`src/hw/matchedFilter_params.svh`:
```
`ifndef MATCHEDFILTER_PARAMS_SVH
`define MATCHEDFILTER_PARAMS_SVH

// Width of an input sample and of each coefficient part.
`define MF_DATA_WIDTH 12
// Number of taps in the loadable complex FIR.
`define MF_TAPS 8
// Hilbert FIR length, centre tap and the right shift applied to its sum.
`define MF_HT_TAPS 7
`define MF_HT_CENTER 3
`define MF_HT_SHIFT 7
// Odd-symmetric Hilbert taps; every odd index is zero.
`define MF_HT_TAP0 (-21)
`define MF_HT_TAP1 0
`define MF_HT_TAP2 (-64)
`define MF_HT_TAP3 0
`define MF_HT_TAP4 64
`define MF_HT_TAP5 0
`define MF_HT_TAP6 21
// Widths of the Hilbert parts, the FIR accumulators and the result.
`define MF_HT_WIDTH 16
`define MF_ACC_WIDTH 32
`define MF_MAG_WIDTH 32

`endif

```
`src/hw/matchedFilterPkg.sv`:
```
`include "matchedFilter_params.svh"

// Word types and enums shared by the filter stages and the testbench.
package matchedFilterPkg;

	// A signed input sample, also used for each coefficient part.
	typedef logic signed [`MF_DATA_WIDTH-1:0] sample_t;
	// One part of a Hilbert output sample.
	typedef logic signed [`MF_HT_WIDTH-1:0] htWord_t;
	// One part of a complex FIR output.
	typedef logic signed [`MF_ACC_WIDTH-1:0] accWord_t;
	// The unsigned magnitude returned on the result channel.
	typedef logic [`MF_MAG_WIDTH-1:0] magWord_t;

	// Command opcodes on the request channel.
	typedef enum logic [1:0] {
		mfOpLoadCoeff,
		mfOpSample,
		mfOpClear
	} mfOp_e;

	// Controller states.
	typedef enum logic [2:0] {
		ctrlIdle,
		ctrlStep,
		ctrlWaitMag,
		ctrlResultReq,
		ctrlResultRel,
		ctrlReqRel
	} ctrlState_e;

	// Magnitude unit states.
	typedef enum logic [1:0] {magIdle, magSquare, magRoot, magDone} magState_e;

endpackage

```
`src/hw/tapBusIf.sv`:
```
// One complex step passed from one filter stage to the next.
// The part type sets the width of the real and imaginary words.
interface tapBusIf #(
	parameter type partT = logic
);

	// Single-cycle pulse that carries a new sample in re and im.
	logic step;
	// Single-cycle pulse that zeroes the delay line of the receiving stage.
	logic clear;
	// Real part of the sample.
	partT re;
	// Imaginary part of the sample.
	partT im;

	// The upstream stage drives everything.
	modport source(output step, output clear, output re, output im);

	// The downstream stage only reads.
	modport sink(input step, input clear, input re, input im);

endinterface

```
`src/hw/matchedFilterCtrl.sv`:
```
// Controller for the command and result channels.
// It decodes one command at a time, pulses the matching stage control, and
// holds inAck low for a sample until that sample's result has been taken.
module matchedFilterCtrl (
	input logic clock,
	input logic arstN,
	input logic inReq,
	input matchedFilterPkg::mfOp_e inOp,
	input matchedFilterPkg::sample_t inRe,
	input matchedFilterPkg::sample_t inIm,
	output logic inAck,
	output logic resultReq,
	input logic resultAck,
	output matchedFilterPkg::magWord_t resultData,
	input logic magDone,
	input matchedFilterPkg::magWord_t magValue,
	output logic coeffLoad,
	output matchedFilterPkg::sample_t coeffRe,
	output matchedFilterPkg::sample_t coeffIm,
	tapBusIf.source htIn
);

	matchedFilterPkg::ctrlState_e state;
	// Command captured when the request is seen.
	matchedFilterPkg::mfOp_e cmdOp;
	matchedFilterPkg::sample_t cmdRe;
	matchedFilterPkg::sample_t cmdIm;
	logic stepCycle;

	// Every stage pulse lasts exactly the one step cycle.
	assign stepCycle = (state == matchedFilterPkg::ctrlStep);
	assign htIn.step = stepCycle && (cmdOp == matchedFilterPkg::mfOpSample);
	assign htIn.clear = stepCycle && (cmdOp == matchedFilterPkg::mfOpClear);
	assign coeffLoad = stepCycle && (cmdOp == matchedFilterPkg::mfOpLoadCoeff);
	assign htIn.re = cmdRe;
	// The input is real, so the imaginary part into the Hilbert FIR is zero.
	assign htIn.im = '0;
	assign coeffRe = cmdRe;
	assign coeffIm = cmdIm;

	always_ff @(posedge clock or negedge arstN) begin
		if (!arstN) begin
			state <= matchedFilterPkg::ctrlIdle;
			cmdOp <= matchedFilterPkg::mfOpLoadCoeff;
			cmdRe <= '0;
			cmdIm <= '0;
			inAck <= 1'b0;
			resultReq <= 1'b0;
			resultData <= '0;
		end else begin
			case (state)
				matchedFilterPkg::ctrlIdle: begin
					if (inReq && !inAck) begin
						cmdOp <= inOp;
						cmdRe <= inRe;
						cmdIm <= inIm;
						// Loads and clears finish at once; a sample waits for its result.
						inAck <= (inOp != matchedFilterPkg::mfOpSample);
						state <= matchedFilterPkg::ctrlStep;
					end
				end
				matchedFilterPkg::ctrlStep: begin
					if (cmdOp == matchedFilterPkg::mfOpSample) begin
						state <= matchedFilterPkg::ctrlWaitMag;
					end else begin
						state <= matchedFilterPkg::ctrlReqRel;
					end
				end
				matchedFilterPkg::ctrlWaitMag: begin
					if (magDone) begin
						resultData <= magValue;
						resultReq <= 1'b1;
						state <= matchedFilterPkg::ctrlResultReq;
					end
				end
				matchedFilterPkg::ctrlResultReq: begin
					// resultData stays put until the receiver has acknowledged.
					if (resultAck) begin
						resultReq <= 1'b0;
						state <= matchedFilterPkg::ctrlResultRel;
					end
				end
				matchedFilterPkg::ctrlResultRel: begin
					// Result handshake complete, so release the sample command.
					if (!resultAck) begin
						inAck <= 1'b1;
						state <= matchedFilterPkg::ctrlReqRel;
					end
				end
				default: begin
					if (!inReq) begin
						inAck <= 1'b0;
						state <= matchedFilterPkg::ctrlIdle;
					end
				end
			endcase
		end
	end

endmodule

```
`src/flat_wrapper.sv`:
```
// flat-port wrapper written by rule: the top's interface ports become plain ports
module matchedFilterCtrl_flat 
  (clock, arstN, inReq, inOp, inRe, inIm, inAck, resultReq, resultAck, resultData, magDone, magValue, coeffLoad, coeffRe, coeffIm, htIn_step, htIn_clear, htIn_re, htIn_im);
  tapBusIf htIn_i ();
  input logic clock;
  input logic arstN;
  input logic inReq;
  input matchedFilterPkg::mfOp_e inOp;
  input matchedFilterPkg::sample_t inRe;
  input matchedFilterPkg::sample_t inIm;
  output logic inAck;
  output logic resultReq;
  input logic resultAck;
  output matchedFilterPkg::magWord_t resultData;
  input logic magDone;
  input matchedFilterPkg::magWord_t magValue;
  output logic coeffLoad;
  output matchedFilterPkg::sample_t coeffRe;
  output matchedFilterPkg::sample_t coeffIm;
  output wire logic [$bits(htIn_i.step)-1:0] htIn_step;
  output wire logic [$bits(htIn_i.clear)-1:0] htIn_clear;
  output wire logic [$bits(htIn_i.re)-1:0] htIn_re;
  output wire logic [$bits(htIn_i.im)-1:0] htIn_im;
  assign htIn_step = htIn_i.step;
  assign htIn_clear = htIn_i.clear;
  assign htIn_re = htIn_i.re;
  assign htIn_im = htIn_i.im;
  matchedFilterCtrl u_core (.clock(clock), .arstN(arstN), .inReq(inReq), .inOp(inOp), .inRe(inRe), .inIm(inIm), .inAck(inAck), .resultReq(resultReq), .resultAck(resultAck), .resultData(resultData), .magDone(magDone), .magValue(magValue), .coeffLoad(coeffLoad), .coeffRe(coeffRe), .coeffIm(coeffIm), .htIn(htIn_i));
endmodule
```
`config.mk`:
```
export PLATFORM = sky130hd
export DESIGN_NAME = matchedFilterCtrl_flat
export DESIGN_NICKNAME = d
export VERILOG_FILES = /design/src/hw/matchedFilterPkg.sv /design/src/hw/tapBusIf.sv /design/src/hw/matchedFilterCtrl.sv /design/src/flat_wrapper.sv
export VERILOG_INCLUDE_DIRS = /design/src /design/src/hw
export SDC_FILE = /design/constraint.sdc
export NUM_CORES = 1
export LEC_CHECK = 0
export ABC_AREA = 0
export BUFFER_PORTS_ARGS = -buffer_cell sky130_fd_sc_hd__buf_4
export CAP_MARGIN = 15
export CORE_ASPECT_RATIO = 1.2
export CORE_UTILIZATION = 48
export CTS_CLUSTER_SIZE = 40
export DETAILED_ROUTE_END_ITERATION = 10
export PLACE_DENSITY = 0.83
export RECOVER_POWER = 25
export SYNTH_ARGS = -nofsm -noshare
export SYNTH_HDL_FRONTEND = slang
export SYNTH_SLANG_ARGS = --single-unit
```
`constraint.sdc`:
```
create_clock -name clock -period 2.7 [get_ports clock]
set_clock_uncertainty 0.2 [all_clocks]
set_input_delay 0.405 -clock clock [delete_from_list [all_inputs] [get_ports clock]]
set_output_delay 0.405 -clock clock [all_outputs]
set_load 0.05 [all_outputs]
```
# ---- Word-level counts from Yosys, hierarchy flattened
# Index checks and enable logic that the tools add are counted.
dict set report classes {
  eq_ne 13
  n_mux 14
  bitwise 1
  reduce_logical 14
}
# op n
set op_table {}
lappend op_table {{two-way mux 3 bit} 6}
lappend op_table {{case mux 3 bit (5 select lines)} 1}
lappend op_table {{equality test 3 x 2 -> 1 bit, second input constant} 2}
lappend op_table {{inequality test 2 bit, second input constant} 3}
lappend op_table {{inequality test 6 x 1 -> 1 bit, second input constant} 1}
lappend op_table {{two-way mux 1 bit} 5}
lappend op_table {{AND reduction 5 bit} 1}
lappend op_table {{logical AND 1 bit} 4}
lappend op_table {{inequality test 2 x 1 -> 1 bit, second input constant} 2}
lappend op_table {{AND reduction 2 bit} 2}
lappend op_table {{AND reduction 4 bit} 1}
lappend op_table {{equality test 3 x 1 -> 1 bit, second input constant} 1}
lappend op_table {{equality test 3 bit, second input constant} 1}
lappend op_table {{zero test 3 bit} 1}
lappend op_table {{inequality test 3 x 1 -> 1 bit, second input constant} 1}
lappend op_table {{case mux 1 bit (3 select lines)} 1}
lappend op_table {{AND reduction 3 bit} 1}
lappend op_table {{OR reduction 3 bit} 1}
lappend op_table {{equality test 2 x 1 -> 1 bit, second input constant} 1}
lappend op_table {{equality test 2 bit, second input constant} 1}
lappend op_table {{zero test 2 bit} 1}
lappend op_table {{case mux 1 bit (2 select lines)} 1}
lappend op_table {{nonzero test 2 bit} 1}
lappend op_table {{zero test 1 bit} 1}
lappend op_table {{NOT 1 bit} 1}
dict set report word_totals {
  regBits 63
  input_bits 63
  word_cells 49
}

# ---- Longest topological paths before layout
dict set report logic_depth {
  word_depth 4
  ltp_mapped 6
}

# ---- Worst setup path after synthesis
# Ideal clock, no wire load.
dict set report synth_path {
  path_kind {reg-to-output}
  from {register u_core.state[2]}
  to {output port htIn_clear}
  t_arrival_ns 2.015
  required_ns 2.095
  setup_slack_ns 0.080
  stages_incl_launch_ff 5
  cell_sequence {dfrtp_1 clkbuf_1 nor2_1 nand2_1 nor3b_1}
}
dict set report synth_via {
  elab_chain_len 2
}
# item line_no
set synth_lines {}
lappend synth_lines {{from (decl)} matchedFilterCtrl.sv:23} ;# matchedFilterPkg::ctrlState_e state;
lappend synth_lines {{from (signal assigned)} matchedFilterCtrl.sv:43} ;# state <= matchedFilterPkg::ctrlIdle;
lappend synth_lines {{from (signal assigned)} matchedFilterCtrl.sv:59} ;# state <= matchedFilterPkg::ctrlStep;
lappend synth_lines {{from (signal assigned)} matchedFilterCtrl.sv:64} ;# state <= matchedFilterPkg::ctrlWaitMag;
lappend synth_lines {{equality test 3 x 1 -> 1 bit} matchedFilterCtrl.sv:31} ;# assign stepCycle = (state == matchedFilterPkg::ctrlStep);
lappend synth_lines {{logical AND 1 bit} matchedFilterCtrl.sv:33} ;# assign htIn.clear = stepCycle && (cmdOp == matchedFilterPkg::mfOpClear);
lappend synth_lines {{to (decl)} flat_wrapper.sv:21} ;# output wire logic [$bits(htIn_i.clear)-1:0] htIn_clear;
# Every way passes these cells.

# ---- Worst setup path in the final report
# Same ends and word-level chain as after synthesis.

==> results by stage <==
Outcome:
- The run finished with clean final reports.

CTS:
- The cell chosen for the clock root is sky130_fd_sc_hd__clkbuf_8.
- The clock net sink count is 63.
- The TritonCTS clock tree is yes.
- The number of gates resized after CTS is 0.
- In this run the number of H-tree levels came out at 3.
- The number of CTS-inserted buffers is 9.
- The clock reaches the later pin of the worst-skew pair after 0.33 ns.
- The clock slew seen by the registers of the worst setup and hold paths is 0.07 ns.
- In this run the deepest clock path goes through 2 buffers.

Synthesis:
- The total of warnings raised by yosys is 0.
- The synthesized net count is 233.
- After technology mapping, the gate count stands at 170.
- The prevailing post-synth register cell is sky130_fd_sc_hd__dfrtp_1.
- The average cell area after synthesis is 15.4 um^2.
- Synthesis inferred 63 register bits.
- The summed instance area of the synthesized netlist is 2620 um^2.
- The area fraction of the dominant cell type after synthesis is 60.1%.
- After synthesis, the netlist uses 29 different library cells.
- By count the netlist is led by sky130_fd_sc_hd__dfrtp_1 (63), sky130_fd_sc_hd__mux2_2 (37), sky130_fd_sc_hd__mux2_4 (20), sky130_fd_sc_hd__o21ai_0 (9).
- Sequential elements use 60.1% of the synthesized area.
- Counting flops with a built-in enable in the synthesized netlist gives 0.
- The post-synthesis async set-or-reset flop share is 100%.
- By instance count, the leading cell after synthesis is sky130_fd_sc_hd__dfrtp_1.
- Sorting the synthesized cells by area gives the leading types as sky130_fd_sc_hd__dfrtp_1 (60%), sky130_fd_sc_hd__mux2_2 (16%), sky130_fd_sc_hd__mux2_4 (11%).
- The synthesized design spends more area on one cell type than any other, namely sky130_fd_sc_hd__dfrtp_1.

Detailed routing:
- The total vias in the final route is 1,825.
- The first-pass iteration count of the detailed router is 6.
- The aggregate routed wire length is 5680 um.
- In the routed design, unresolved DRC markers number 0.
- Using the TritonRoute via totals, the vias-per-cell ratio works out to 5.00.
- The average detailed-routed wire length per instance is 15.6 um.
- The first routing iteration left 122 violations.
- The count of nets left with antenna violations once routing finished came out at 0.

Floorplan:
- The die boundary height is 83.0 um.
- The core area is 5260 um^2.
- The number of I/O pins is 126.
- The starting utilization of the core area is 49.8%.
- The overall die area is 5760 um^2.
- The floorplan has 29 rows.
- The chip width is 69.5 um.

STA:
- The worst path meets setup with 0.447 ns of slack.
- The tightest hold path in the finished design has a slack of 0.103 ns.
- After layout, the worst path uses 83.4% of the clock period.
- The pin slew with the least headroom to its limit is 0.773 ns.
- Setup repair after global routing left no endpoint under its margin.
- In this run the tightest slew margin relative to its limit is 48.5%.
- The number of pins exceeding their max-slew limit in the final report is 0.
- The setup TNS is 0 ns.
- The maximum achievable frequency is 0.444 GHz.
- The total count of hold-check failures in the final report is 0.
- The post-route minimum period is 2.25 ns.
- The number of setup violations in the final report is 0.

Power:
- Of the total power, registers draw 32.3%.
- The clock network accounts for 13.9% of the total power.
- The overall power of the completed layout is 5.17 mW.
- The cell leakage power is 1.69 nW.
- In this run switching power makes up 50.1% of total power.
- The worst-case IR drop observed on VDD is 0.801 mV.
- The internal power of the cells is 2.58 mW.
- The logic gate share of total power is 53.8%.
- The analysis attributes to net switching a power of 2.59 mW.
- Dividing total power by cell area gives a power density of 1450 nW/um^2.

Final layout:
- For this run, the share of the core covered by cells in the final layout is 67.9%.
- The share of final-layout standard cells stronger than drive strength 1 is 51.2%.
- Summing all non-filler instances in the final layout gives an area of 3570 um^2.
- The number of nets at the end of the flow is 361.
- The finished layout holds 365 standard cells, fillers aside.
- The repair_antennas step left the layout with diodes totalling 0.
- The area overhead of the layout relative to synthesis is 36.4%.

Worst setup path:
- The largest driver fanout on the critical path is 12.
- The stage delay of the slowest cell on the critical path is 0.51 ns.
- The nature of the critical path startpoint is a flop.
- The signal on the critical path passes through nor2_1 > nand2_1 > nor3b_1 > buf_4.
- The data required time of the critical path is 2.10 ns.
- Together, buffers and inverters on the worst path number 1.
- The family of cells with the greatest summed delay on the critical path is simple AND/OR/NAND/NOR gates.
- The sort of element at the end of the critical path is a primary output.
- The highest-delay cell along the critical path is sky130_fd_sc_hd__dfrtp_1.
- The startpoint-to-endpoint class of the critical path is reg2out.
- The worst endpoint data arrival time is 1.65 ns.

Worst hold path:
- The type of the worst min-delay path is in2reg.

Placed design:
- The estimated wirelength of the detail-placed design is 4080 um.
- Including well taps, the total number of placed cells is 348.
- Summing all placed instances gives a cell area of 3560 um^2.
- During placement, the flow inserted port buffers numbering 124.
- The worst setup slack before clock tree synthesis is 0.676 ns.
- Routability-driven placement finished with a final weighted congestion of 0.728.

Global route:
- Entering global routing, the biggest net connects 64 pins.
- The total routing usage reported by global routing is 20.6%.
- Global routing finished with a remaining overflow of 0.
- The initial antenna violation count was 0.
- The via count of the first global-routing pass is 1,958.
- The first global-routing pass estimated 9220 um of wire.

Flow run:
- The tool flagged a number of max-cap violations equal to 0.
final cells by class:
| class | instances | area [um^2] |
|---|---|---|
| sequential | 63 | 1580 |
| timing repair buffer | 127 | 787 |
| tap | 62 | 77.6 |
| clock inverter | 3 | 17.5 |
| multi-input combinational | 96 | 953 |
| inverter | 1 | 3.75 |
| fill | 434 | 1690 |
| clock buffer | 13 | 159 |
power by group through the flow:
stage	logic (mW)	registers, mW	clock network [mW]
2_1_floorplan	0.843	3.03	0
3_3_place_gp	3.03	1.67	0
3_5_place_dp	3.07	1.70	0
4_1_cts	3.08	1.69	0.736
5_1_grt	2.90	1.74	0.777
6_report	2.78	1.67	0.716
registers in the layout, summed over array words and instances, names as in the netlist:
name	cells
u_core.resultData	32
u_core.coeffIm	12
u_core.coeffRe	12
u_core.state	3
u_core.cmdOp	2
u_core.inAck	1
u_core.resultReq	1
layout by cell type (no fill, tap or decap):
cell                            synthesis  layout
sky130_fd_sc_hd__buf_4                  5      81
sky130_fd_sc_hd__dfrtp_1               63      63
sky130_fd_sc_hd__clkbuf_1               1      47
sky130_fd_sc_hd__mux2_2                37      37
sky130_fd_sc_hd__mux2_4                20      20
sky130_fd_sc_hd__clkbuf_8               0      11
sky130_fd_sc_hd__o21ai_0                9       9
sky130_fd_sc_hd__nand2_1                5       5
sky130_fd_sc_hd__nor2_1                 3       4
sky130_fd_sc_hd__nand2b_1               2       2
sky130_fd_sc_hd__o211ai_1               2       2
sky130_fd_sc_hd__nand3b_1               2       2
sky130_fd_sc_hd__a21oi_1                2       2
sky130_fd_sc_hd__clkinv_2               0       2
sky130_fd_sc_hd__nor3b_1                1       1
sky130_fd_sc_hd__nor3_1                 1       1
sky130_fd_sc_hd__and2b_1                1       1
sky130_fd_sc_hd__nor2_2                 1       1
sky130_fd_sc_hd__nand2_2                1       1
sky130_fd_sc_hd__nor3_4                 1       1
sky130_fd_sc_hd__or4b_1                 1       1
sky130_fd_sc_hd__o311ai_1               1       1
sky130_fd_sc_hd__inv_1                  1       1
sky130_fd_sc_hd__mux2i_1                1       1
sky130_fd_sc_hd__a31oi_1                1       1
sky130_fd_sc_hd__nor2b_1                1       1
sky130_fd_sc_hd__mux2_1                 1       1
sky130_fd_sc_hd__conb_1                 1       1
sky130_fd_sc_hd__clkinvlp_4             0       1
sky130_fd_sc_hd__dlygate4sd3_1          0       1
cell families (layout without fill, tap and decap cells):
group	count (synthesis)	count (layout)	share of synthesized area, %
AOI/OAI and AO/OA	15	15	3.25
and+or+nand+nor	21	21	5.11
other	1	1	0.143
DFF	63	63	60.1
muxes	59	59	28.2
buffers and inverters	11	144	3.20
final timing paths:
check | from | to | slack [ns] | depth (start not counted)
setup / recovery | u_core.state[2] | htIn_clear | 0.45 | 4
hold / removal | inRe[9] | u_core.coeffRe[9] | 0.10 | 2
setup reg to reg | u_core.state[0] | u_core.coeffIm[11] | 0.58 | 5
hold reg to reg | u_core.resultData[27] | u_core.resultData[27] | 0.30 | 1
max in group asynchronous | arstN | u_core.coeffIm[4] | 1.25 | 2
min in group asynchronous | arstN | u_core.resultData[12] | 0.55 | 2
layer usage:
layer	GRT usage (%)	routed length (um)	vias to the layer above
met4	7.79	59	0
met1	25.5	2330	868
li1	-	-	851
met2	34.1	2840	99
met3	6.07	447	7
met5	0	0	-
repair_timing:
action,4_1_cts,5_1_grt
endpoints found under the hold margin,63,0
setup endpoints to repair,0,0
hold buffers,1,0
setup buffers,0,0
(Power assumes the default switching activity.)
