--- src/hw/matchedFilter_params.svh ---
`ifndef MATCHEDFILTER_PARAMS_SVH
`define MATCHEDFILTER_PARAMS_SVH

// Width of an input sample and of each coefficient part.
`define MF_DATA_WIDTH 12
// Number of taps in the loadable complex FIR.
`define MF_TAPS 8
// Hilbert FIR length, centre tap and the right shift applied to its sum.
`define MF_HT_TAPS 7
`define MF_HT_CENTER 3
`define MF_HT_SHIFT 7
// Odd-symmetric Hilbert taps; every odd index is zero.
`define MF_HT_TAP0 (-21)
`define MF_HT_TAP1 0
`define MF_HT_TAP2 (-64)
`define MF_HT_TAP3 0
`define MF_HT_TAP4 64
`define MF_HT_TAP5 0
`define MF_HT_TAP6 21
// Widths of the Hilbert parts, the FIR accumulators and the result.
`define MF_HT_WIDTH 16
`define MF_ACC_WIDTH 32
`define MF_MAG_WIDTH 32

`endif

--- src/hw/matchedFilterPkg.sv ---
`include "matchedFilter_params.svh"

// Word types and enums shared by the filter stages and the testbench.
package matchedFilterPkg;

	// A signed input sample, also used for each coefficient part.
	typedef logic signed [`MF_DATA_WIDTH-1:0] sample_t;
	// One part of a Hilbert output sample.
	typedef logic signed [`MF_HT_WIDTH-1:0] htWord_t;
	// One part of a complex FIR output.
	typedef logic signed [`MF_ACC_WIDTH-1:0] accWord_t;
	// The unsigned magnitude returned on the result channel.
	typedef logic [`MF_MAG_WIDTH-1:0] magWord_t;

	// Command opcodes on the request channel.
	typedef enum logic [1:0] {
		mfOpLoadCoeff,
		mfOpSample,
		mfOpClear
	} mfOp_e;

	// Controller states.
	typedef enum logic [2:0] {
		ctrlIdle,
		ctrlStep,
		ctrlWaitMag,
		ctrlResultReq,
		ctrlResultRel,
		ctrlReqRel
	} ctrlState_e;

	// Magnitude unit states.
	typedef enum logic [1:0] {magIdle, magSquare, magRoot, magDone} magState_e;

endpackage

--- src/hw/tapBusIf.sv ---
// One complex step passed from one filter stage to the next.
// The part type sets the width of the real and imaginary words.
interface tapBusIf #(
	parameter type partT = logic
);

	// Single-cycle pulse that carries a new sample in re and im.
	logic step;
	// Single-cycle pulse that zeroes the delay line of the receiving stage.
	logic clear;
	// Real part of the sample.
	partT re;
	// Imaginary part of the sample.
	partT im;

	// The upstream stage drives everything.
	modport source(output step, output clear, output re, output im);

	// The downstream stage only reads.
	modport sink(input step, input clear, input re, input im);

endinterface

--- src/hw/hilbertTransform.sv ---
`include "matchedFilter_params.svh"

// Short fixed Hilbert FIR.
// The real output is the input delayed to the filter centre and the imaginary
// output is the shifted tap sum, so together they form an analytic sample.
module hilbertTransform (
	input logic clock,
	input logic arstN,
	tapBusIf.sink htIn,
	tapBusIf.source firIn
);

	// Past samples; entry 0 is one step old.
	matchedFilterPkg::sample_t history [`MF_HT_TAPS-1];
	// The full seven-deep window: the arriving sample, then the history.
	matchedFilterPkg::sample_t window [`MF_HT_TAPS];
	// Unshifted tap sum.
	int htSum;

	// The window is what the delay line holds once the new sample is in.
	always_comb begin
		window[0] = htIn.re;
		for (int k = 1; k < `MF_HT_TAPS; k++) begin
			window[k] = history[k-1];
		end
	end

	// Only the even taps are nonzero, so the odd ones are left out of the sum.
	always_comb begin
		htSum = `MF_HT_TAP0 * int'(window[0]) + `MF_HT_TAP2 * int'(window[2]) +
			`MF_HT_TAP4 * int'(window[4]) + `MF_HT_TAP6 * int'(window[6]);
	end

	always_ff @(posedge clock or negedge arstN) begin
		if (!arstN) begin
			for (int k = 0; k < `MF_HT_TAPS - 1; k++) begin
				history[k] <= '0;
			end
			firIn.step <= 1'b0;
			firIn.clear <= 1'b0;
			firIn.re <= '0;
			firIn.im <= '0;
		end else begin
			// Control pulses reach the FIR one cycle later, lined up with the data.
			firIn.step <= htIn.step;
			firIn.clear <= htIn.clear;
			if (htIn.clear) begin
				for (int k = 0; k < `MF_HT_TAPS - 1; k++) begin
					history[k] <= '0;
				end
			end else if (htIn.step) begin
				// Shift by one; the oldest sample drops off the end.
				for (int k = 0; k < `MF_HT_TAPS - 1; k++) begin
					history[k] <= window[k];
				end
				// Sign-extend the centre sample to the Hilbert word width.
				firIn.re <= matchedFilterPkg::htWord_t'(window[`MF_HT_CENTER]);
				// Arithmetic shift scales the taps back down.
				firIn.im <= matchedFilterPkg::htWord_t'(htSum >>> `MF_HT_SHIFT);
			end
		end
	end

endmodule

--- src/flat_wrapper.sv ---
// flat-port wrapper written by rule: the top's interface ports become plain ports
module hilbertTransform_flat 
  (clock, arstN, htIn_step, htIn_clear, htIn_re, htIn_im, firIn_step, firIn_clear, firIn_re, firIn_im);
  tapBusIf htIn_i ();
  tapBusIf firIn_i ();
  input logic clock;
  input logic arstN;
  input wire logic [$bits(htIn_i.step)-1:0] htIn_step;
  input wire logic [$bits(htIn_i.clear)-1:0] htIn_clear;
  input wire logic [$bits(htIn_i.re)-1:0] htIn_re;
  input wire logic [$bits(htIn_i.im)-1:0] htIn_im;
  output wire logic [$bits(firIn_i.step)-1:0] firIn_step;
  output wire logic [$bits(firIn_i.clear)-1:0] firIn_clear;
  output wire logic [$bits(firIn_i.re)-1:0] firIn_re;
  output wire logic [$bits(firIn_i.im)-1:0] firIn_im;
  assign htIn_i.step = htIn_step;
  assign htIn_i.clear = htIn_clear;
  assign htIn_i.re = htIn_re;
  assign htIn_i.im = htIn_im;
  assign firIn_step = firIn_i.step;
  assign firIn_clear = firIn_i.clear;
  assign firIn_re = firIn_i.re;
  assign firIn_im = firIn_i.im;
  hilbertTransform u_core (.clock(clock), .arstN(arstN), .htIn(htIn_i), .firIn(firIn_i));
endmodule
--- config.mk ---
export PLATFORM = sky130hd
export DESIGN_NAME = hilbertTransform_flat
export DESIGN_NICKNAME = d
export VERILOG_FILES = /design/src/hw/matchedFilterPkg.sv /design/src/hw/tapBusIf.sv /design/src/hw/hilbertTransform.sv /design/src/flat_wrapper.sv
export VERILOG_INCLUDE_DIRS = /design/src /design/src/hw
export SDC_FILE = /design/constraint.sdc
export NUM_CORES = 1
export LEC_CHECK = 0
export BUFFER_PORTS_ARGS = -buffer_cell sky130_fd_sc_hd__buf_2
export CELL_PAD_IN_SITES_DETAIL_PLACEMENT = 1
export CELL_PAD_IN_SITES_GLOBAL_PLACEMENT = 2
export CORE_MARGIN = 2
export CORE_UTILIZATION = 29
export CTS_BUF_LIST = sky130_fd_sc_hd__clkbuf_8 sky130_fd_sc_hd__clkbuf_16
export CTS_CLUSTER_DIAMETER = 100
export DETAILED_ROUTE_END_ITERATION = 8
export GPL_TIMING_DRIVEN = 0
export PLACE_DENSITY_LB_ADDON = 0.3
export SLEW_MARGIN = 40
export SYNTH_ARGS = -nofsm -noshare
export SYNTH_HDL_FRONTEND = slang
export SYNTH_SLANG_ARGS = --single-unit
--- constraint.sdc ---
create_clock -name clock -period 1.32 [get_ports clock]
set_input_delay 0.33 -clock clock [delete_from_list [all_inputs] [get_ports clock]]
set_output_delay 0.33 -clock clock [all_outputs]
set_load 0.005 [all_outputs]
# [Yosys cells after proc, flatten, opt, wreduce, memory -nomap -nowiden]
# Cells that the tools add are included.
[totals] out_inout_bits=4 reg_bits=76 in_bits=6 elab_cells=21
[op_classes] n_mul=2 reduce_logical=2 muxes=2 n_bitwise=1 n_addsub=4
[ops] op="$mux 72" n=2
[ops] op="$add 8x8->8" n=3
[ops] op="$mul 6x12->8 const A" n=1
[ops] op="$mul 6x2->8 const A" n=1
[ops] op="$neg 2->2" n=1
[ops] op="$reduce_and 2->1" n=1
[ops] op="$reduce_bool 2->1" n=1
[ops] op="$not 1->1" n=1

# [Depth between registers and ports, before layout]
# Gate-level depths: netlist of the first run.
[depth] word_depth=4 depth_mapped=5 depth_no_buf=5

# [Worst setup path before layout of the first run]
# Ideal clock, no wire load.
[synth_path] kind="input-to-reg" start="input port htIn_re" end="register u_core.firIn.im" path_buffers=0 setup_slack_ps=-152 arrival_time_ps=1347 required_time_ps=1195 setup_ps=125 stages=5 path_cell_list="inv_1 fa_1 nand3_1 xor2_1 mux2_4"
[synth_via] elab_chain_len=4
[synth_rtl] item="from (decl)" line_no="flat_wrapper.sv:10" rtl="input wire logic [$bits(htIn_i.re)-1:0] htIn_re;"
[synth_rtl] item="$mul 6x2->8 (no source line)"
[synth_rtl] item="$add 8x8->8 (no source line) (3 in series)"
[synth_rtl] item="to (signal assigned)" line_no="hilbertTransform.sv:59" rtl="firIn.im <= matchedFilterPkg::htWord_t'(htSum >>> `MF_HT_SHIFT);"
[synth_rtl] item="to (decl)" line_no="tapBusIf.sv:17" rtl="modport source(output step, output clear, output re, output im);"
# No other way between the ends.
# A chain may end at the register's enable or synchronous reset.

# [Worst setup path in the final report of the first run]
[layout_path] start="register u_core.history[48] in the netlist's numbering" end="register u_core.firIn.im"
[layout_via] elab_chain_len=4
[layout_rtl] item="from (decl)" line_no="hilbertTransform.sv:14" rtl="matchedFilterPkg::sample_t history [`MF_HT_TAPS-1];"
[layout_rtl] item="from (signal, indexed assignment)" line_no="hilbertTransform.sv:54" rtl="history[k] <= window[k];"
[layout_rtl] item="$neg 2->2 (no source line)"
[layout_rtl] item="$add 8x8->8 (no source line) (3 in series)"
# No other way between the ends.

==> out/results.ini, run 1 <==
[clock_tree]
root_buffer=clkbuf_8
path_clk_slew_ns=0.05
clk_latency_ns=0.23
h-tree-depth=1
clkSinkCount=10
cts_max_path_buffers=2
cts_tree=done
numCtsBuffers=3

[status]
status=finished with violations
violations=negative setup slack

[cells_and_area]
nets=55
areaGrowthSynthToFinish_pct=35.3
final_common_cell=dfrtp_1
antenna_cells=0
stdcell_area_um2=581
final_layout_size_suffix_gt1_frac=0.447
mostFrequentLayoutCells=dfrtp_1, buf_2, mux2i_1, nor2_1, clkbuf_8

[power]
swShare=0.193
clock_power_share=0.485
power_frac_seq=0.425
power_switching_uw=148
vdd_drop_max_uv=684
intPower_uw=619
cellLeakagePower_uw=0.000303
power.share.combinational=0.091
p_per_area_nw_per_um2=1320

[worst_setup_path]
critPathLaunch=u_core.history[48]
cp_cell_sequence=inv_2 -> fa_1 -> nand3_2 -> xor2_1 -> mux2_4
reg2reg_to=u_core.firIn.im
worstPathArrival_ns=1.61
r2r-start=u_core.history[48]
r2r_cells=5
worstSetupPathType=flip-flop to flip-flop
crit_end=u_core.firIn.im
crit_path_end_kind=flip-flop
start_kind=flip-flop
crit_slowest_cell=fa_1
critPathRequiredTime_ns=1.43
worstPathMaxFanout=2
cpPeakStageDelay_ns=0.51
r2r_slack_ns=-0.18

[place]
gp_congestion=0.703
place_hpwl_um=568
placed_cell_area_um2=488
io_buffers=8

[sta]
worst_hold_slack_ns=0.231
drv_slew=0
relSlewSlack=0.853
period_minus_slack_ns=1.50
skew_ns=0.00100
rsz0062_at_grt=yes
setup_ws_ns=-0.176
hold_viol=0
post-route-period-util=1.13
setup_viol=1
max_freq_mhz=669
worst_pin_slew_ns=0.221

[synth]
yosysWarnings=0
synth_top_area_frac=0.583
ys_seq_elements=10
synthDistinctLibCells=10
syn_nets=38
synthCells=31
syn-mean-instance-area_um2=13.8
synthTopCellsByArea=dfrtp_1, mux2i_1, mux2_4
mappedNetlistArea_um2=429
yosysSeqAreaShare=0.583
yosysTopAreaCell=dfrtp_1

[route]
firstDrtPassIters=2
ant_nets=0
drc=0
wire_per_inst_um=12.0
viasPerCell=4.34
vias=269
wl_um=741
drt_iter0_drc=2

[die]
core_area_um2=1330
dieArea_um2=1800
io_pins=10
fp.dieW_um=42.5
start_util=0.322
row_count=13
die_h_um=42.5

[global_route]
grt_max_degree=11
grt_pass1_wl_um=1430
antenna_found_initial=0
grt.overflow.total=0
grt_pass1_vias=317
grtUsageTotal=0.114

[job]
maxCapViolations=0

[min_path]
hold_path.class=input pin to flip-flop

-- power by group through the flow --
stage,clock network (uW),registers [uW],logic (uW)
floorplan,0,331,33.3
global placement,0,330,62.6
detailed placement,0,331,63.6
CTS,389,326,69.7
global route,423,327,76.7
finish,372,326,69.5
-- metal layers --
metal,vias to the layer above,GRT usage,share of wire
met3,0,0.0690,0.058
met5,-,0,0
met1,131,0.121,0.46
li1,131,-,-
met4,0,0.0750,0
met2,7,0.169,0.48
-- through the flow --
step / util / setup TNS, ns / setup slack (ns) / cells / power, uW
global route: 0.435 / -0.213 / -0.213 / 62 / 826
finish: 0.435 / -0.176 / -0.176 / 62 / 767
detailed placement: 0.366 / -0.321 / -0.321 / 54 / 395
floorplan: - / -0.142 / -0.142 / 31 / 364
CTS: 0.430 / -0.162 / -0.162 / 61 / 784
global placement: 0.366 / -0.297 / -0.297 / 54 / 392
-- critical path: cells and delay by family, from the launching register on --
family                     cells  cell delay, ns
buffers and inverters          1            0.05
muxes                          1            0.25
adders and majority gates      1            0.51
xor gates and xnor gates       1            0.14
DFF                            1            0.36
and+or+nand+nor                1            0.07
-- cells in the mapped netlist --
library cell / n
nor2_1: 6
nor2b_4: 1
mux2i_1: 6
buf_6: 1
inv_1: 2
xor2_1: 1
dfrtp_1: 10
mux2_4: 2
fa_1: 1
nand3_1: 1
-- worst min-delay path by stage --
stage / start / end / slack, ns / cells past startpoint
floorplan: arstN / u_core.firIn.clear / 0.03 / 0
global placement: arstN / u_core.firIn.im / 0.19 / 1
detailed placement: arstN / u_core.firIn.re / 0.20 / 1
CTS: htIn_step / u_core.firIn.step / 0.23 / 1
global route: htIn_step / u_core.firIn.step / 0.22 / 1
finish: htIn_step / u_core.firIn.step / 0.23 / 1
-- timing repair --
action / CTS / global route
resized for setup: 2 / 0
hold buffers: 1 / 0
setup endpoints to repair: 1 / 1
pin swaps: 1 / 0
endpoints found under the hold margin: 10 / 0
setup buffers: 2 / 1
-- kinds of logic (layout without fill, tap and decap cells) --
logic type / count (synthesis) / in the layout / share of synthesized area
buf+inv: 3 / 19 / 0.0437
xor+xnor: 1 / 1 / 0.0204
flops: 10 / 10 / 0.583
fa+ha+maj: 1 / 1 / 0.0466
simple gates: 8 / 8 / 0.0962
mux: 8 / 8 / 0.210
-- final cells by class --
cell class | count | area (um^2)
fillers | 147 | 753
flip-flops and latches | 10 | 250
multi-input cells | 18 | 165
repair buffers | 12 | 72.6
clock buffers | 4 | 55.1
well taps | 15 | 18.8
plain buffers | 1 | 11.3
inverters | 2 | 7.51
-- registers in the layout, indices dropped and copies added, names as in the netlist --
signal,flops
u_core.firIn.re,1
u_core.history,6
u_core.firIn.im,1
u_core.firIn.clear,1
u_core.firIn.step,1
Note: power is estimated with default switching activity, not from simulation.
==> inputs of run 2 (changes only) <==
ABC_AREA = 1   (was not set)
CORE_UTILIZATION = 26   (was 29)
==> run 2 against run 1 <==
Against the previous run: the flow now finishes without violations; combinational power decreased by 15%; highest routed layer is now met4; critical path type unchanged; global-route usage decreased by 1.8 points; clock power decreased by 18%; final cell count increased by 6.5%; worst hold slack improved by 0.0034 ns.
==> out/results.ini, run 2 <==
[status]
status=finished clean

[clock_tree]
cts_setup_buffers=0  ; -2
clk_latency_ns=0.23  ; about the same
cts_tree=done
cts_max_path_buffers=2  ; unchanged
clkSinkCount=10  ; unchanged
h-tree-depth=1  ; unchanged
path_clk_slew_ns=0.04  ; about the same
root_buffer=clkbuf_8
numCtsBuffers=3  ; unchanged

[die]
fp.dieW_um=43.4  ; +2.1%
start_util=0.274  ; -0.0480
die_h_um=43.4  ; +2.1%
row_count=14  ; +1
dieArea_um2=1880  ; +4.3%
core_area_um2=1470  ; +10%
io_pins=10  ; unchanged

[synth]
mappedNetlistArea_um2=403  ; -6.1%
synthDistinctLibCells=11  ; +1
syn_nets=45  ; +18%
synth_edf_count=0  ; unchanged
yosysTopAreaCell=dfrtp_1
synthCells=38  ; +23%
yosysMostFrequentCell=dfrtp_1
synthTopCellsByArea=dfrtp_1, o22ai_1, inv_1
ys_seq_elements=10  ; unchanged
synth_top_area_frac=0.621  ; +0.0380
ys_async_sr_fraction=1.00  ; unchanged
yosysWarnings=0  ; unchanged
yosysSeqAreaShare=0.621  ; +0.0380
synthTopCellsByCount=dfrtp_1, inv_1, o22ai_1
ys.flop_type=dfrtp_1
syn-mean-instance-area_um2=10.6  ; -23%

[sta]
drv_slew=0  ; unchanged
max_freq_mhz=799  ; +20%
worst_hold_slack_ns=0.234  ; +0.00342 ns
rsz0062_at_grt=no
hold_viol=0  ; unchanged
setup_viol=0  ; -1
setup_ws_ns=0.0691  ; +0.245 ns
post-route-period-util=0.948  ; -0.186
period_minus_slack_ns=1.25  ; -0.245 ns
worst_pin_slew_ns=0.222  ; +0.000938 ns
relSlewSlack=0.852  ; about the same
skew_ns=0.00256  ; +0.00156 ns

[worst_setup_path]
worstPathMaxFanout=3  ; +1
start_kind=flip-flop
crit_path_end_kind=flip-flop
r2r_slack_ns=0.07  ; +0.24 ns
cp_top_family=adder cells
reg2reg_to=u_core.firIn.im
critPathRequiredTime_ns=1.44  ; about the same
r2r_cells=6  ; +1
worstSetupPathType=flip-flop to flip-flop
worstPathArrival_ns=1.37  ; -0.24 ns
cp_cell_sequence=inv_2 -> fa_1 -> nand3_1 -> nand2_1 -> nand3_1 -> nand2_1
critPathLaunch=u_core.history[48]
crit_slowest_cell=fa_1
cp_num_buf_inv=1  ; unchanged
cpPeakStageDelay_ns=0.42  ; -0.09 ns
r2r-start=u_core.history[48]

[cells_and_area]
final_layout_size_suffix_gt1_frac=0.320  ; -0.127
mostFrequentLayoutCells=dfrtp_1, buf_2, inv_1, o22ai_1, nand2_1
largest-register=u_core.history
areaGrowthSynthToFinish_pct=27.6
antenna_cells=0  ; unchanged
stdcell_area_um2=514  ; -11%
final_core_util=0.349  ; -0.0858
largest_reg_flops=6  ; unchanged
final_common_cell=dfrtp_1
nets=59  ; +7.3%

[route]
vias=300  ; +12%
wl_um=761  ; +2.7%
wire_per_inst_um=11.5  ; -3.5%
drt_iter0_drc=6  ; +4
ant_nets=0  ; unchanged
firstDrtPassIters=2  ; unchanged
viasPerCell=4.55  ; +4.8%
drc=0  ; unchanged

[power]
cellLeakagePower_uw=0.000260  ; -14%
total_power_uw=686  ; -11%
power_frac_seq=0.472  ; +0.047
clock_power_share=0.443  ; -0.042
p_per_area_nw_per_um2=1330  ; +0.97%
intPower_uw=541  ; -13%
vdd_drop_max_uv=560  ; -18%
swShare=0.212  ; +0.0187
power.share.combinational=0.086  ; -0.005
power_switching_uw=145  ; -1.9%

[place]
placed_cell_area_um2=463  ; -5.1%
place_hpwl_um=552  ; -2.8%
gp_congestion=0.710  ; +1.1%
place_ws_ns=-0.0772  ; +0.243 ns
io_buffers=8  ; unchanged

[global_route]
grt.overflow.total=0  ; unchanged
grt_pass1_wl_um=1300  ; -9.2%
grtUsageTotal=0.0960  ; -0.0183
grt_max_degree=11  ; unchanged
grt_pass1_vias=295  ; -6.9%
antenna_found_initial=0  ; unchanged

[min_path]
holdPathEnd=u_core.firIn.clear
hp-start=htIn_clear
hold_depth=1  ; unchanged
hold_path.class=input pin to flip-flop

[job]
maxCapViolations=0  ; unchanged

==> run 2: changes by cell type in the layout (fill, tap and decap cells not counted), moves of 3 or more <==
cell / before / now
buf_4: 3 / 0
inv_1: 1 / 7
mux2i_1: 6 / 0
nand2_1: 0 / 4
nand3_1: 0 / 3
nor2_1: 6 / 0
o22ai_1: 0 / 5
==> run 2: cell families after synthesis <==
family	after synthesis	synth area share
flops	10	0.621
simple gates	10	0.134
buf+inv	10	0.0932
compound gates	7	0.102
fa+ha+maj	1	0.0497
==> run 2: area by class of cell <==
class / count / area (um^2)
Fill cell: 173 / 957
Sequential cell: 10 / 250
Multi-Input combinational cell: 18 / 115
Timing Repair Buffer: 9 / 50.0
Clock buffer: 3 / 41.3
Inverter: 10 / 37.5
Tap cell: 16 / 20.0
==> run 2: metrics by stage <==
stage	setup TNS (ns)	instances
2_1_floorplan	0	38
3_3_place_gp	-0.0522	62
3_5_place_dp	-0.0772	62
4_1_cts	0	66
5_1_grt	0	66
6_report	0	66
==> run 2: repair_timing <==
action | 4_1_cts | 5_1_grt
hold endpoints to repair | 10 | 0
setup endpoints to repair | 0 | 1
resized for setup | 0 | 1
hold buffers | 1 | 0
==> run 2: worst max path at each step <==
stage / slack [ns] / cells after the start / end
final: 0.07 / 6 / u_core.firIn.im
after global routing: 0.008 / 6 / u_core.firIn.im
after CTS: 0.02 / 6 / u_core.firIn.im
after detailed placement: -0.08 / 6 / u_core.firIn.im
after global placement: -0.05 / 6 / u_core.firIn.im
after floorplan: 0.09 / 5 / u_core.firIn.im
==> run 2: layer usage <==
metal | vias up | wire length (um) | GRT usage
met2 | 5 | 388 | 0.143
met5 | - | 0 | 0
met4 | 0 | 10 | 0.0667
li1 | 146 | - | -
met3 | 2 | 20 | 0.0292
met1 | 147 | 342 | 0.119
==> run 2: power by group through the flow <==
stage	combinational [uW]	clock (uW)	sequential (uW)
after global placement	55.0	0	327
after CTS	60.2	316	323
after floorplan	27.3	0	329
after global routing	66.7	331	324
after detailed placement	56.7	0	328
final	58.8	304	323
==> run 2: worst reg2reg max path, delay by kind of cell (launching register included) <==
kind                     cells  cell delay [ns]
buffers and inverters        1             0.08
flip-flops                   1             0.36
AND/OR/NAND/NOR              4             0.26
adder cells (fa/ha/maj)      1             0.42
